$ cat src/verilog/sd_link_pkg.sv
// shared SD link types: state, command and response enums, frame structs, status bits, defaults
package sd_link_pkg;

   // card states as reported in status bits 12:9
   typedef enum logic [3:0] {
      card_idle  = 4'd0,
      card_ready = 4'd1,
      card_ident = 4'd2,
      card_stby  = 4'd3,
      card_tran  = 4'd4,
      card_data  = 4'd5,
      card_rcv   = 4'd6,
      card_prg   = 4'd7,
      card_dis   = 4'd8,
      card_ina   = 4'd15
   } card_state_e;

   // app commands reuse the index space, told apart by the app-command flag
   typedef enum logic [5:0] {
      cmd0_go_idle        = 6'd0,
      cmd2_all_send_cid   = 6'd2,
      cmd3_send_rel_addr  = 6'd3,
      acmd6_set_bus_width = 6'd6,
      cmd7_sel_card       = 6'd7,
      cmd8_send_if_cond   = 6'd8,
      cmd9_send_csd       = 6'd9,
      cmd10_send_cid      = 6'd10,
      cmd13_send_status   = 6'd13,
      acmd41_send_op_cond = 6'd41,
      cmd55_app_cmd       = 6'd55
   } sd_cmd_e;

   typedef enum logic [3:0] {
      resp_none = 4'd0,
      resp_bad  = 4'd1,
      resp_r1   = 4'd2,
      resp_r1b  = 4'd3,
      resp_r2   = 4'd4,
      resp_r3   = 4'd5,
      resp_r6   = 4'd6,
      resp_r7   = 4'd7
   } resp_kind_e;

   typedef struct packed {
      logic [5:0]  index;
      logic [31:0] arg;
   } sd_cmd_t;

   // payload holds CID, CSD, OCR, the new RCA or the R7 echo
   typedef struct packed {
      resp_kind_e   kind;
      logic [5:0]   index;
      logic [31:0]  status;
      logic [127:0] payload;
   } resp_req_t;

   // card status bit positions
   localparam int stat_out_of_range       = 31;
   localparam int stat_address_error      = 30;
   localparam int stat_block_len_error    = 29;
   localparam int stat_erase_seq_error    = 28;
   localparam int stat_erase_param        = 27;
   localparam int stat_wp_violation       = 26;
   localparam int stat_lock_unlock_failed = 24;
   localparam int stat_com_crc_error      = 23;
   localparam int stat_illegal_command    = 22;
   localparam int stat_card_ecc_failed    = 21;
   localparam int stat_cc_error           = 20;
   localparam int stat_csd_overwrite      = 16;
   localparam int stat_wp_erase_skip      = 15;
   localparam int stat_erase_reset        = 13;
   localparam int stat_ready_for_data     = 8;
   localparam int stat_app_cmd            = 5;
   localparam int stat_ake_seq_error      = 3;

   // bits that a CMD13 read clears
   localparam logic [31:0] stat_clear_on_read =
      (32'd1 << stat_out_of_range) | (32'd1 << stat_address_error) |
      (32'd1 << stat_block_len_error) | (32'd1 << stat_erase_seq_error) |
      (32'd1 << stat_erase_param) | (32'd1 << stat_wp_violation) |
      (32'd1 << stat_lock_unlock_failed) | (32'd1 << stat_card_ecc_failed) |
      (32'd1 << stat_cc_error) | (32'd1 << stat_csd_overwrite) |
      (32'd1 << stat_wp_erase_skip) | (32'd1 << stat_erase_reset) |
      (32'd1 << stat_app_cmd) | (32'd1 << stat_ake_seq_error);

   localparam logic [31:0] status_default = 32'd1 << stat_ready_for_data;

   // mid, oid, pnm, prv, psn, reserved, mdt, crc slot
   localparam logic [127:0] default_cid = {8'h5a, 16'h4c4b, 40'h4c494e4b31, 8'h10,
                                           32'h0000_1337, 4'h0, 12'h131, 8'hff};

   // CSD v2.0 for a high-capacity card
   localparam logic [127:0] default_csd = {2'b01, 6'h0, 8'h0e, 8'h00, 8'h32, 12'h5b5,
                                           4'h9, 1'b0, 1'b0, 1'b0, 1'b0, 6'h0,
                                           22'h001dff, 1'b0, 1'b1, 7'h7f, 7'h00, 1'b0,
                                           2'b00, 3'b010, 4'h9, 1'b0, 5'h0, 1'b0,
                                           1'b0, 1'b0, 1'b0, 2'b00, 2'h0, 8'hff};

   localparam logic [23:0] ocr_voltage_window = 24'hff8000;
   localparam int          ocr_powered_up     = 31;
   // high capacity set, not yet powered up
   localparam logic [31:0] ocr_default        = {8'h40, ocr_voltage_window};

   localparam logic [15:0] rca_step     = 16'h1337;
   localparam int          resp_frame_w = 136;

endpackage

$ cat src/verilog/sd_cmd_capture.sv
`timescale 1ns/1ns
// command capture stage: CRC check and a one-command holding register
module sd_cmd_capture (
   input  logic                 clk_50,
   input  logic                 reset_s,
   input  logic [47:0]          phy_cmd_in,
   input  logic                 phy_cmd_in_crc_good,
   input  logic                 phy_cmd_in_act,
   input  logic                 take,
   output logic                 pending,
   output sd_link_pkg::sd_cmd_t cmd,
   output logic                 err_cmd_crc,
   output logic                 crc_error
);

   logic crc_good_s;
   logic act_rise;

   sd_edge_sync u_crc_sync (
      .clk_50 (clk_50),
      .d      (phy_cmd_in_crc_good),
      .q      (crc_good_s),
      .rise   ()
   );

   sd_edge_sync u_act_sync (
      .clk_50 (clk_50),
      .d      (phy_cmd_in_act),
      .q      (),
      .rise   (act_rise)
   );

   // the phy holds the frame stable while act is up
   always_ff @(posedge clk_50) begin
      crc_error <= 1'b0;
      if (take) begin
         pending <= 1'b0;
      end
      if (act_rise) begin
         if (crc_good_s) begin
            cmd.index <= phy_cmd_in[45:40];
            cmd.arg   <= phy_cmd_in[39:8];
            pending   <= 1'b1;
         end else begin
            err_cmd_crc <= 1'b1;
            crc_error   <= 1'b1;
         end
      end
      if (!reset_s) begin
         pending     <= 1'b0;
         err_cmd_crc <= 1'b0;
         crc_error   <= 1'b0;
      end
   end

   // execute only takes a command that is actually held
   a_take_needs_pending: assert property (@(posedge clk_50) disable iff (!reset_s)
      take |-> pending);

endmodule

$ cat src/verilog/sd_cmd_exec.sv
`timescale 1ns/1ns
// command execute stage: card FSM, status register, RCA, OCR and app-command handling
module sd_cmd_exec #(
   parameter int acmd41_polls = 3
) (
   input  logic                     clk_50,
   input  logic                     reset_s,
   input  logic                     pending,
   input  sd_link_pkg::sd_cmd_t     cmd,
   output logic                     take,
   input  logic                     crc_error,
   input  logic                     resp_sent,
   output logic                     req_valid,
   output sd_link_pkg::resp_req_t   req,
   output sd_link_pkg::card_state_e card_state,
   output logic                     mode_4bit,
   output logic [5:0]               cmd_in_last,
   output logic                     err_unhandled_cmd
);
   import sd_link_pkg::*;

   typedef enum logic [1:0] {st_idle, st_decode, st_status, st_wait} stage_e;

   stage_e       stage;
   sd_cmd_t      cmd_q;
   card_state_e  state_next;
   resp_kind_e   kind;
   logic [127:0] payload;
   logic [31:0]  status;
   logic [15:0]  rca;
   logic [31:0]  ocr;
   logic [7:0]   poll_count;
   logic         appcmd;
   logic         rca_hit;
   logic         go_idle;

   assign take    = (stage == st_idle) && pending;
   assign rca_hit = (cmd_q.arg[31:16] == rca);
   // CMD0 outside ina returns all card registers to power-up values
   assign go_idle = (stage == st_decode) && !appcmd && (cmd_q.index == cmd0_go_idle) &&
                    (card_state != card_ina);

   always_ff @(posedge clk_50) begin
      req_valid <= 1'b0;
      case (stage)
      st_idle: if (take) begin
         cmd_q       <= cmd;
         cmd_in_last <= cmd.index;
         stage       <= st_decode;
      end
      st_decode: begin
         // anything not matched below is illegal in this state
         stage      <= st_status;
         kind       <= resp_bad;
         state_next <= card_state;
         payload    <= '0;
         if (!appcmd) begin
            case (cmd_q.index)
            cmd0_go_idle: if (card_state != card_ina) begin
               kind       <= resp_none;
               state_next <= card_idle;
            end
            cmd2_all_send_cid: if (card_state == card_ready) begin
               kind       <= resp_r2;
               payload    <= default_cid;
               state_next <= card_ident;
            end
            cmd3_send_rel_addr: if (card_state inside {card_ident, card_stby}) begin
               rca           <= rca + rca_step;
               payload[15:0] <= rca + rca_step;
               kind          <= resp_r6;
               state_next    <= card_stby;
            end
            cmd7_sel_card: if (rca_hit) begin
               if (card_state inside {card_stby, card_dis}) begin
                  kind       <= resp_r1b;
                  state_next <= card_tran;
               end
            end else begin
               // deselect, never answered
               kind <= resp_none;
               if (card_state inside {card_tran, card_data}) begin
                  state_next <= card_stby;
               end else if (card_state == card_prg) begin
                  state_next <= card_dis;
               end
            end
            cmd8_send_if_cond: if (card_state == card_idle) begin
               if (cmd_q.arg[11:8] == 4'h1) begin
                  kind          <= resp_r7;
                  payload[11:0] <= cmd_q.arg[11:0];
               end else begin
                  kind <= resp_none;
               end
            end
            cmd9_send_csd, cmd10_send_cid: if (!rca_hit) begin
               kind <= resp_none;
            end else if (card_state == card_stby) begin
               kind    <= resp_r2;
               payload <= (cmd_q.index == cmd9_send_csd) ? default_csd : default_cid;
            end
            cmd13_send_status: if (!rca_hit) begin
               kind <= resp_none;
            end else if (card_state inside {[card_stby:card_dis]}) begin
               kind <= resp_r1;
            end
            cmd55_app_cmd: if (!rca_hit) begin
               kind <= resp_none;
            end else if (card_state inside {card_idle, [card_stby:card_dis]}) begin
               kind                 <= resp_r1;
               appcmd               <= 1'b1;
               status[stat_app_cmd] <= 1'b1;
            end
            default: err_unhandled_cmd <= 1'b1;
            endcase
         end else begin
            case (cmd_q.index)
            acmd6_set_bus_width: if (card_state == card_tran) begin
               kind      <= resp_r1;
               mode_4bit <= cmd_q.arg[1];
            end
            acmd41_send_op_cond: if (card_state == card_idle) begin
               kind          <= resp_r3;
               payload[31:0] <= ocr;
               if (poll_count != 8'hff) begin
                  poll_count <= poll_count + 8'd1;
               end
               // host must accept high capacity and offer a voltage window
               if (cmd_q.arg[30] && (cmd_q.arg[23:0] != 24'h0) &&
                   (poll_count >= 8'(acmd41_polls))) begin
                  ocr[ocr_powered_up]     <= 1'b1;
                  payload[ocr_powered_up] <= 1'b1;
                  state_next              <= card_ready;
               end
            end
            // unknown ACMD, decode again as a standard command
            default: begin
               appcmd <= 1'b0;
               stage  <= st_decode;
            end
            endcase
         end
      end
      st_status: begin
         if (kind == resp_bad) begin
            status[stat_illegal_command] <= 1'b1;
         end
         req.kind    <= kind;
         req.index   <= cmd_q.index;
         req.status  <= {status[31:13], card_state, status[8:0]};
         req.payload <= payload;
         req_valid   <= 1'b1;
         stage       <= st_wait;
      end
      st_wait: if (resp_sent) begin
         card_state <= state_next;
         if (appcmd && (cmd_q.index != cmd55_app_cmd)) begin
            appcmd               <= 1'b0;
            status[stat_app_cmd] <= 1'b0;
         end
         if (cmd_q.index == cmd13_send_status) begin
            status <= status & ~stat_clear_on_read;
         end
         // error bits stay until a response has carried them
         if ((kind != resp_none) && (kind != resp_bad)) begin
            status[stat_com_crc_error]   <= 1'b0;
            status[stat_illegal_command] <= 1'b0;
         end
         stage <= st_idle;
      end
      default: stage <= st_idle;
      endcase

      if (crc_error) begin
         status[stat_com_crc_error] <= 1'b1;
      end

      if (!reset_s || go_idle) begin
         card_state <= card_idle;
         status     <= status_default;
         rca        <= 16'h0;
         ocr        <= ocr_default;
         poll_count <= 8'd0;
         appcmd     <= 1'b0;
         mode_4bit  <= 1'b0;
      end
      if (!reset_s) begin
         stage             <= st_idle;
         req_valid         <= 1'b0;
         err_unhandled_cmd <= 1'b0;
      end
   end

   // the builder only completes a request that execute is waiting on
   a_sent_in_wait: assert property (@(posedge clk_50) disable iff (!reset_s)
      resp_sent |-> stage == st_wait);

   // the card leaves idle only after ACMD41 has set the powered-up bit
   a_left_idle_powered: assert property (@(posedge clk_50) disable iff (!reset_s)
      card_state != card_idle |-> ocr[ocr_powered_up]);

endmodule

$ cat src/verilog/sd_edge_sync.sv
`timescale 1ns/1ns
// three-stage synchronizer with a rising-edge pulse on bit 0
module sd_edge_sync #(
   parameter int sync_width = 1
) (
   input  logic                  clk_50,
   input  logic [sync_width-1:0] d,
   output logic [sync_width-1:0] q,
   output logic                  rise
);

   logic [sync_width-1:0] meta;
   logic [sync_width-1:0] stage2;
   logic [sync_width-1:0] stage3;

   always_ff @(posedge clk_50) begin
      meta   <= d;
      stage2 <= meta;
      stage3 <= stage2;
   end

   // high in the cycle the last stage turns from 0 to 1
   always_ff @(posedge clk_50) begin
      rise <= stage2[0] & ~stage3[0];
   end

   assign q = stage3;

endmodule

$ cat src/verilog/sd_link.sv
`timescale 1ns/1ns
// SD link top level: capture, execute and response build stages
module sd_link #(
   parameter int acmd41_polls = 3
) (
   input  logic                                 clk_50,
   input  logic                                 reset_s,
   input  logic [47:0]                          phy_cmd_in,
   input  logic                                 phy_cmd_in_crc_good,
   input  logic                                 phy_cmd_in_act,
   input  logic                                 phy_resp_done,
   output logic [sd_link_pkg::resp_frame_w-1:0] phy_resp_out,
   output sd_link_pkg::resp_kind_e              phy_resp_type,
   output logic                                 phy_resp_busy,
   output logic                                 phy_resp_act,
   output logic                                 phy_mode_4bit,
   output sd_link_pkg::card_state_e             link_card_state,
   output logic [5:0]                           cmd_in_last,
   output logic                                 err_cmd_crc,
   output logic                                 err_unhandled_cmd
);
   import sd_link_pkg::*;

   sd_cmd_t   cmd;
   resp_req_t req;
   logic      pending;
   logic      take;
   logic      crc_error;
   logic      req_valid;
   logic      resp_sent;

   sd_cmd_capture u_capture (
      .clk_50              (clk_50),
      .reset_s             (reset_s),
      .phy_cmd_in          (phy_cmd_in),
      .phy_cmd_in_crc_good (phy_cmd_in_crc_good),
      .phy_cmd_in_act      (phy_cmd_in_act),
      .take                (take),
      .pending             (pending),
      .cmd                 (cmd),
      .err_cmd_crc         (err_cmd_crc),
      .crc_error           (crc_error)
   );

   sd_cmd_exec #(
      .acmd41_polls (acmd41_polls)
   ) u_exec (
      .clk_50            (clk_50),
      .reset_s           (reset_s),
      .pending           (pending),
      .cmd               (cmd),
      .take              (take),
      .crc_error         (crc_error),
      .resp_sent         (resp_sent),
      .req_valid         (req_valid),
      .req               (req),
      .card_state        (link_card_state),
      .mode_4bit         (phy_mode_4bit),
      .cmd_in_last       (cmd_in_last),
      .err_unhandled_cmd (err_unhandled_cmd)
   );

   sd_resp_builder u_resp (
      .clk_50        (clk_50),
      .reset_s       (reset_s),
      .req_valid     (req_valid),
      .req           (req),
      .phy_resp_done (phy_resp_done),
      .resp_sent     (resp_sent),
      .phy_resp_out  (phy_resp_out),
      .phy_resp_type (phy_resp_type),
      .phy_resp_busy (phy_resp_busy),
      .phy_resp_act  (phy_resp_act)
   );

endmodule

$ cat src/verilog/sd_resp_builder.sv
`timescale 1ns/1ns
// response build stage: frame formatting and the response handshake to the phy
module sd_resp_builder (
   input  logic                                   clk_50,
   input  logic                                   reset_s,
   input  logic                                   req_valid,
   input  sd_link_pkg::resp_req_t                 req,
   input  logic                                   phy_resp_done,
   output logic                                   resp_sent,
   output logic [sd_link_pkg::resp_frame_w-1:0]   phy_resp_out,
   output sd_link_pkg::resp_kind_e                phy_resp_type,
   output logic                                   phy_resp_busy,
   output logic                                   phy_resp_act
);
   import sd_link_pkg::*;

   logic                    done_rise;
   logic                    no_resp;
   logic                    sent_q;
   logic [resp_frame_w-1:0] frame;

   sd_edge_sync u_done_sync (
      .clk_50 (clk_50),
      .d      (phy_resp_done),
      .q      (),
      .rise   (done_rise)
   );

   // none and bad finish at once, nothing goes on the line
   assign no_resp   = (req.kind == resp_none) || (req.kind == resp_bad);
   assign resp_sent = sent_q || (req_valid && no_resp);

   always_comb begin
      case (req.kind)
      resp_r1, resp_r1b: frame = {2'b00, req.index, req.status, 8'h01, 88'h0};
      resp_r2:           frame = {2'b00, 6'h3f, req.payload[127:1], 1'b1};
      resp_r3:           frame = {2'b00, 6'h3f, req.payload[31:0], 8'hff, 88'h0};
      // compressed status: bits 23, 22, 19 and 12:0
      resp_r6:           frame = {2'b00, 6'd3, req.payload[15:0], req.status[23:22],
                                  req.status[19], req.status[12:0], 8'h01, 88'h0};
      resp_r7:           frame = {2'b00, 6'd8, req.payload[31:0], 8'h01, 88'h0};
      default:           frame = '0;
      endcase
   end

   always_ff @(posedge clk_50) begin
      sent_q <= 1'b0;
      if (req_valid && !no_resp) begin
         phy_resp_out  <= frame;
         phy_resp_type <= req.kind;
         phy_resp_busy <= (req.kind == resp_r1b);
         phy_resp_act  <= 1'b1;
      end else if (phy_resp_act && done_rise) begin
         phy_resp_act  <= 1'b0;
         phy_resp_busy <= 1'b0;
         sent_q        <= 1'b1;
      end
      if (!reset_s) begin
         phy_resp_act  <= 1'b0;
         phy_resp_busy <= 1'b0;
         sent_q        <= 1'b0;
      end
   end

   a_no_act_silent: assert property (@(posedge clk_50) disable iff (!reset_s)
      (req_valid && no_resp) |=> !phy_resp_act);

endmodule
$ cat config.mk
export PLATFORM = sky130hd
export DESIGN_NAME = sd_link
export DESIGN_NICKNAME = d
export VERILOG_FILES = /design/src/verilog/sd_link_pkg.sv /design/src/verilog/sd_cmd_capture.sv /design/src/verilog/sd_cmd_exec.sv /design/src/verilog/sd_edge_sync.sv /design/src/verilog/sd_link.sv /design/src/verilog/sd_resp_builder.sv
export SDC_FILE = /design/constraint.sdc
export NUM_CORES = 1
export LEC_CHECK = 0
export BUFFER_PORTS_ARGS = -buffer_cell sky130_fd_sc_hd__buf_2
export CELL_PAD_IN_SITES_DETAIL_PLACEMENT = 2
export CELL_PAD_IN_SITES_GLOBAL_PLACEMENT = 2
export CORE_MARGIN = 10
export CORE_UTILIZATION = 23
export DETAILED_ROUTE_END_ITERATION = 10
export PLACE_DENSITY = 0.56
export RECOVER_POWER = 50
export SKIP_CTS_REPAIR_TIMING = 1
export SLEW_MARGIN = 10
export SYNTH_ARGS = -nofsm -noshare
export SYNTH_HDL_FRONTEND = slang
export SYNTH_HIERARCHICAL = 1
export SYNTH_SLANG_ARGS = --single-unit
$ cat constraint.sdc
create_clock -name clk_50 -period 5.5 [get_ports clk_50]
set_input_delay 0.825 -clock clk_50 [delete_from_list [all_inputs] [get_ports clk_50]]
set_output_delay 0.825 -clock clk_50 [all_outputs]
set_load 0.01 [all_outputs]
Yosys cells after proc, flatten, opt, wreduce, memory -nomap -nowiden
Cells that the tools add are included.

storage, ports and cells
  word-level logic and storage cells = 233
  output and inout bits = 155
  flip-flop bits (word level) = 552
  input bits = 53

operators by class
  bitwise gates (word level) = 8
  mux-type cells = 79
  add/subtract/negate cells = 2
  order comparisons = 3
  reductions and logical operators = 54
  equal/unequal tests = 44

operators with widths
  kind                      count
  $pmux W134 S5             1
  $mux W128                 2
  $pmux W112 S2             1
  $mux W127                 1
  $mux W125                 1
  $mux W32                  3
  $mux W4                   15
  $pmux W12 S4              1
  $pmux W4 S8               1
  $eq A4 B3 Y1 const B      7
  $mux W1                   25
  $eq A6 B4 Y1 const B      4
  $mux W12                  2
  $mux W24                  1
  $reduce_bool A24 Y1       1
  $mux W2                   10
  $reduce_bool A2 Y1        10
  $mux W3                   6
  $add A16 B13 Y16 const B  1
  $eq A16 B16 Y1            1
  $eq A4 B1 Y1 const B      4
  $eq A4 B2 Y1 const B      4
  $mux W16                  1
  $pmux W4 S4               1
  other kinds (38)          86

Longest topological paths before layout
  depth after elaboration = 8
  gate-level depth with buffers = 8
  gate-level depth less buffers = 8

By module
Netlist, hierarchy kept.

by module, submodules not included
  module           times used  cells each  area each (um^2)
  sd_cmd_exec      1           682         7330.8
  sd_resp_builder  1           382         5810.6
  sd_cmd_capture   1           47          1241.2
  sd_edge_sync     3           5           93.8

Worst setup path before layout
OpenSTA, ideal clock, no wires.

  path type = reg2reg
  start point = register u_exec.stage[0]
  end point = register u_exec/cmd_q[0] in the netlist's numbering, enable pin
  clock period less this slack = 3881 ps
  slack = 1619 ps
  cell stages (with the launch flop) = 3
  buffers on the path = 1
  data required time = 5009 ps
  data arrival time = 3390 ps
  cell sequence = dfxtp_1 > clkbuf_1 > nor3b_1

on the way
  word-level cells in the longest chain between the ends = 3

RTL lines
  what                                RTL line            text
  from (decl)                         sd_cmd_exec.sv:24   stage_e stage;
  from (signal assigned)              sd_cmd_exec.sv:49   stage <= st_decode;
  from (signal assigned)              sd_cmd_exec.sv:53   stage <= st_status;
  from (signal assigned)              sd_cmd_exec.sv:139  stage <= st_decode;
  $logic_not A2 Y1                    sd_cmd_exec.sv:37   assign take = (stage == st_idle) && pending;
  $logic_and A1 B1 Y1                 sd_cmd_exec.sv:37
  net take                            sd_link.sv:27       logic take;
  $reduce_and A2 Y1 (no source line)  --
  to (signal assigned)                sd_cmd_exec.sv:47   cmd_q <= cmd;
  to (decl)                           sd_cmd_exec.sv:25   sd_cmd_t cmd_q;

The timed path passes the listed nets, and every way through them passes these cells.
A chain may end at the register's enable or synchronous reset.

Worst setup path after layout
  start point = register u_exec/cmd_q[32] in the netlist's numbering
  end point = register u_exec.payload[6], data pin

on the way
  word-level cells in the longest chain between the ends = 4

RTL lines
  what                  RTL line           text
  $eq A6 B4 Y1          sd_cmd_exec.sv:58  case (cmd_q.index)
  $reduce_or A2 Y1      sd_cmd_exec.sv:58
  $pmux W12 S4          sd_cmd_exec.sv:58
  $mux W32 *            sd_cmd_exec.sv:57  if (!appcmd) begin
  to (signal assigned)  sd_cmd_exec.sv:65  payload <= default_cid;
  to (signal assigned)  sd_cmd_exec.sv:70  payload[15:0] <= rca + rca_step;
  to (signal assigned)  sd_cmd_exec.sv:91  payload[11:0] <= cmd_q.arg[11:0];
  to (decl)             sd_cmd_exec.sv:28  logic [127:0] payload;

Every way passes the cells marked *; elsewhere a longest branch is shown, timed or not.

==> results.ini <==
[worst_setup_path]
required_ps=5820
critical_path_class=flip-flop to flip-flop
rr_endpoint=u_exec/payload[6]
crit_path_end=u_exec/payload[6]
timing.critical_path.arrival_ps=3570
cp-start-kind=flip-flop
worstSetupStartpoint=u_exec/cmd_q[32]
rrSetupSlack_ps=2250
r2r-start=u_exec/cmd_q[32]
cp_max_fo=21
critPathCaptureType=flip-flop
worstRegToRegCells=6

[finish]
final_nets=1295
area_delta_synth_final_pct=15.3
finalCoreUtilization_pct=26.7
layout.cells.non_filler=2120
layout-drive-gt1-share_pct=13.2
fillCellCount=6864
design_area_um2=16900

[die]
ioPinCount=208
rows=92
core_um2=63100
chipWidth_um=272
initial_core_util_pct=23.2
die_y_um=272
die-area_um2=74100

[clock_network]
clock_sinks=338
cts_buffers=42
insertion_delay_ps=570
clk_pin_slew_ps=50
h-tree-depth=2
clock_path_buffers=3
cts_tree=done
clock-root-buffer=clkbuf_16

[timing]
fin_skew_ps=19.4
rsz0062_at_grt=false
maxSlewHeadroom_pct=-84.6
min_period_over_period_pct=59.2
hold_viol=0
finalSetupViolations=0
slew_violations=114
setup_tns_ps=0
tightest_slew_ps=2770
max_freq_mhz=307
fin_crit_ps=3250

[detailed_routing]
wl_met1_mm=18.5
drt_iter0_markers=475
first_pass_iters=4
routed_wl_mm=41.1
dr_wl_met2_mm=19.2
maxUsedRoutingLayer=met4
drc=0
wl_per_cell_um=19.4
drtAntennaViolNets=0
vias=8783
met3_length_mm=2.53
vias_per_cell=4.14

[run_status]
outcome=complete, but fails checks
failed_checks=capacitance limit, slew limit

[pwr]
seqPwrFrac_pct=49.4
clock_power_share_pct=46.0
power.density_nw_per_um2=359
p_sw_share_pct=22.9
p_int_uw=4670
total_switching_power_uw=1390
ir_drop_mv=0.259
p_comb_share_pct=4.7
p_leak_uw=0.00571

[run]
drv_cap=3

[hold_path]
hp-class=flip-flop to flip-flop

[global_route]
antenna_found_initial=1
grt_pass1_vias=9663
grt_first_pass_wirelength_mm=61.5
overflow=0
grt_max_degree=121
track_usage_pct=10.7

[yosys]
synthesis.area_um2=14600
avgSynthCellArea_um2=13.0
syn_inst=1124
synth_warnings=6

[placement]
place_congestion=0.773
placed_cell_area_um2=15700
hpwl_mm=28.1
portBuffers=195
dpl.cell_count=2042

==> power groups by stage <==
stage                     Clock [µW]  Combinational, µW  Sequential, µW
after floorplan                    0                246            3030
final                           2780                283            2990
after detailed placement           0                299            3050
after CTS                       2900                300            2990
after global routing            3000                318            3010
after global placement             0                292            3040
==> through the flow <==
step | setup slack [ps] | hold WS (ps) | power, µW
CTS | 2310 | 327 | 6190
detailed placement | 2340 | 315 | 3350
global placement | 2350 | 310 | 3330
global route | 2020 | 334 | 6320
finish | 2250 | 326 | 6060
floorplan | 1620 | 310 | 3280
==> registers in the layout (all words and copies together) (netlist names), 3 cells and up, named ones only <==
register,flops
u_exec/rca,16
u_capture/cmd,38
u_exec/cmd_q,38
u_exec/kind,3
u_exec/payload,23
u_exec/req,39
u_exec/poll_count,8
u_exec/status,3
u_resp/phy_resp_type,4
u_exec/state_next,4
u_resp/phy_resp_out,134
u_exec/card_state,4
==> worst min-delay path by stage <==
stage	depth (start not counted)	from	slack, ps	endpoint
floorplan	0	u_capture/u_act_sync/meta	310	u_capture/u_act_sync/stage2
global placement	0	u_resp/u_done_sync/meta	310	u_resp/u_done_sync/stage2
detailed placement	0	u_capture/u_crc_sync/stage2	320	u_capture/u_crc_sync/q
CTS	1	phy_cmd_in_act	330	u_capture/u_act_sync/meta
global route	0	u_capture/u_crc_sync/stage2	330	u_capture/u_crc_sync/q
finish	0	u_capture/u_crc_sync/stage2	330	u_capture/u_crc_sync/q
==> metal layers <==
metal | vias up | global-route usage, %
met5 | - | 0
met4 | 0 | 3.22
met3 | 64 | 3.26
met2 | 218 | 17.6
met1 | 4393 | 13.4
li1 | 4108 | -
==> worst max-delay path: stages (launching register included) <==
cell and delay [ps]:
edfxtp_1 360, clkbuf_1 450, nor3_1 420, nand2_1 220, nor4_2 920, a22oi_1 230
a21oi_1 410
==> layout make-up <==
| cell class | instances | area, µm² | area share (%) |
|---|---|---|---|
| sequential | 338 | 9600 | 56.9 |
| multi-input combinational | 640 | 3880 | 23.0 |
| clock buffer | 55 | 1160 | 6.88 |
| tap | 846 | 1060 | 6.28 |
| timing repair buffer | 206 | 893 | 5.30 |
| clock inverter | 22 | 219 | 1.30 |
| inverter | 12 | 50.0 | 0.297 |
| antenna | 1 | 2.50 | 0.0148 |
==> placed cells by master (no fill, tap or decap), types with 10 or more instances in the layout <==
master	count
nor2_1	54
clkbuf_16	43
a22oi_1	46
dfxtp_1	55
nand2_1	53
clkbuf_1	130
xor2_1	30
xnor2_1	20
o21ai_0	25
nor3_1	14
nor4_1	18
conb_1	65
edfxtp_1	283
and2_1	105
a221o_1	13
nand3_1	14
nor2b_1	12
buf_2	78
inv_1	10
o21a_1	11
nand4_1	11
a21oi_1	38
Note: power is estimated with default switching activity, not from simulation.
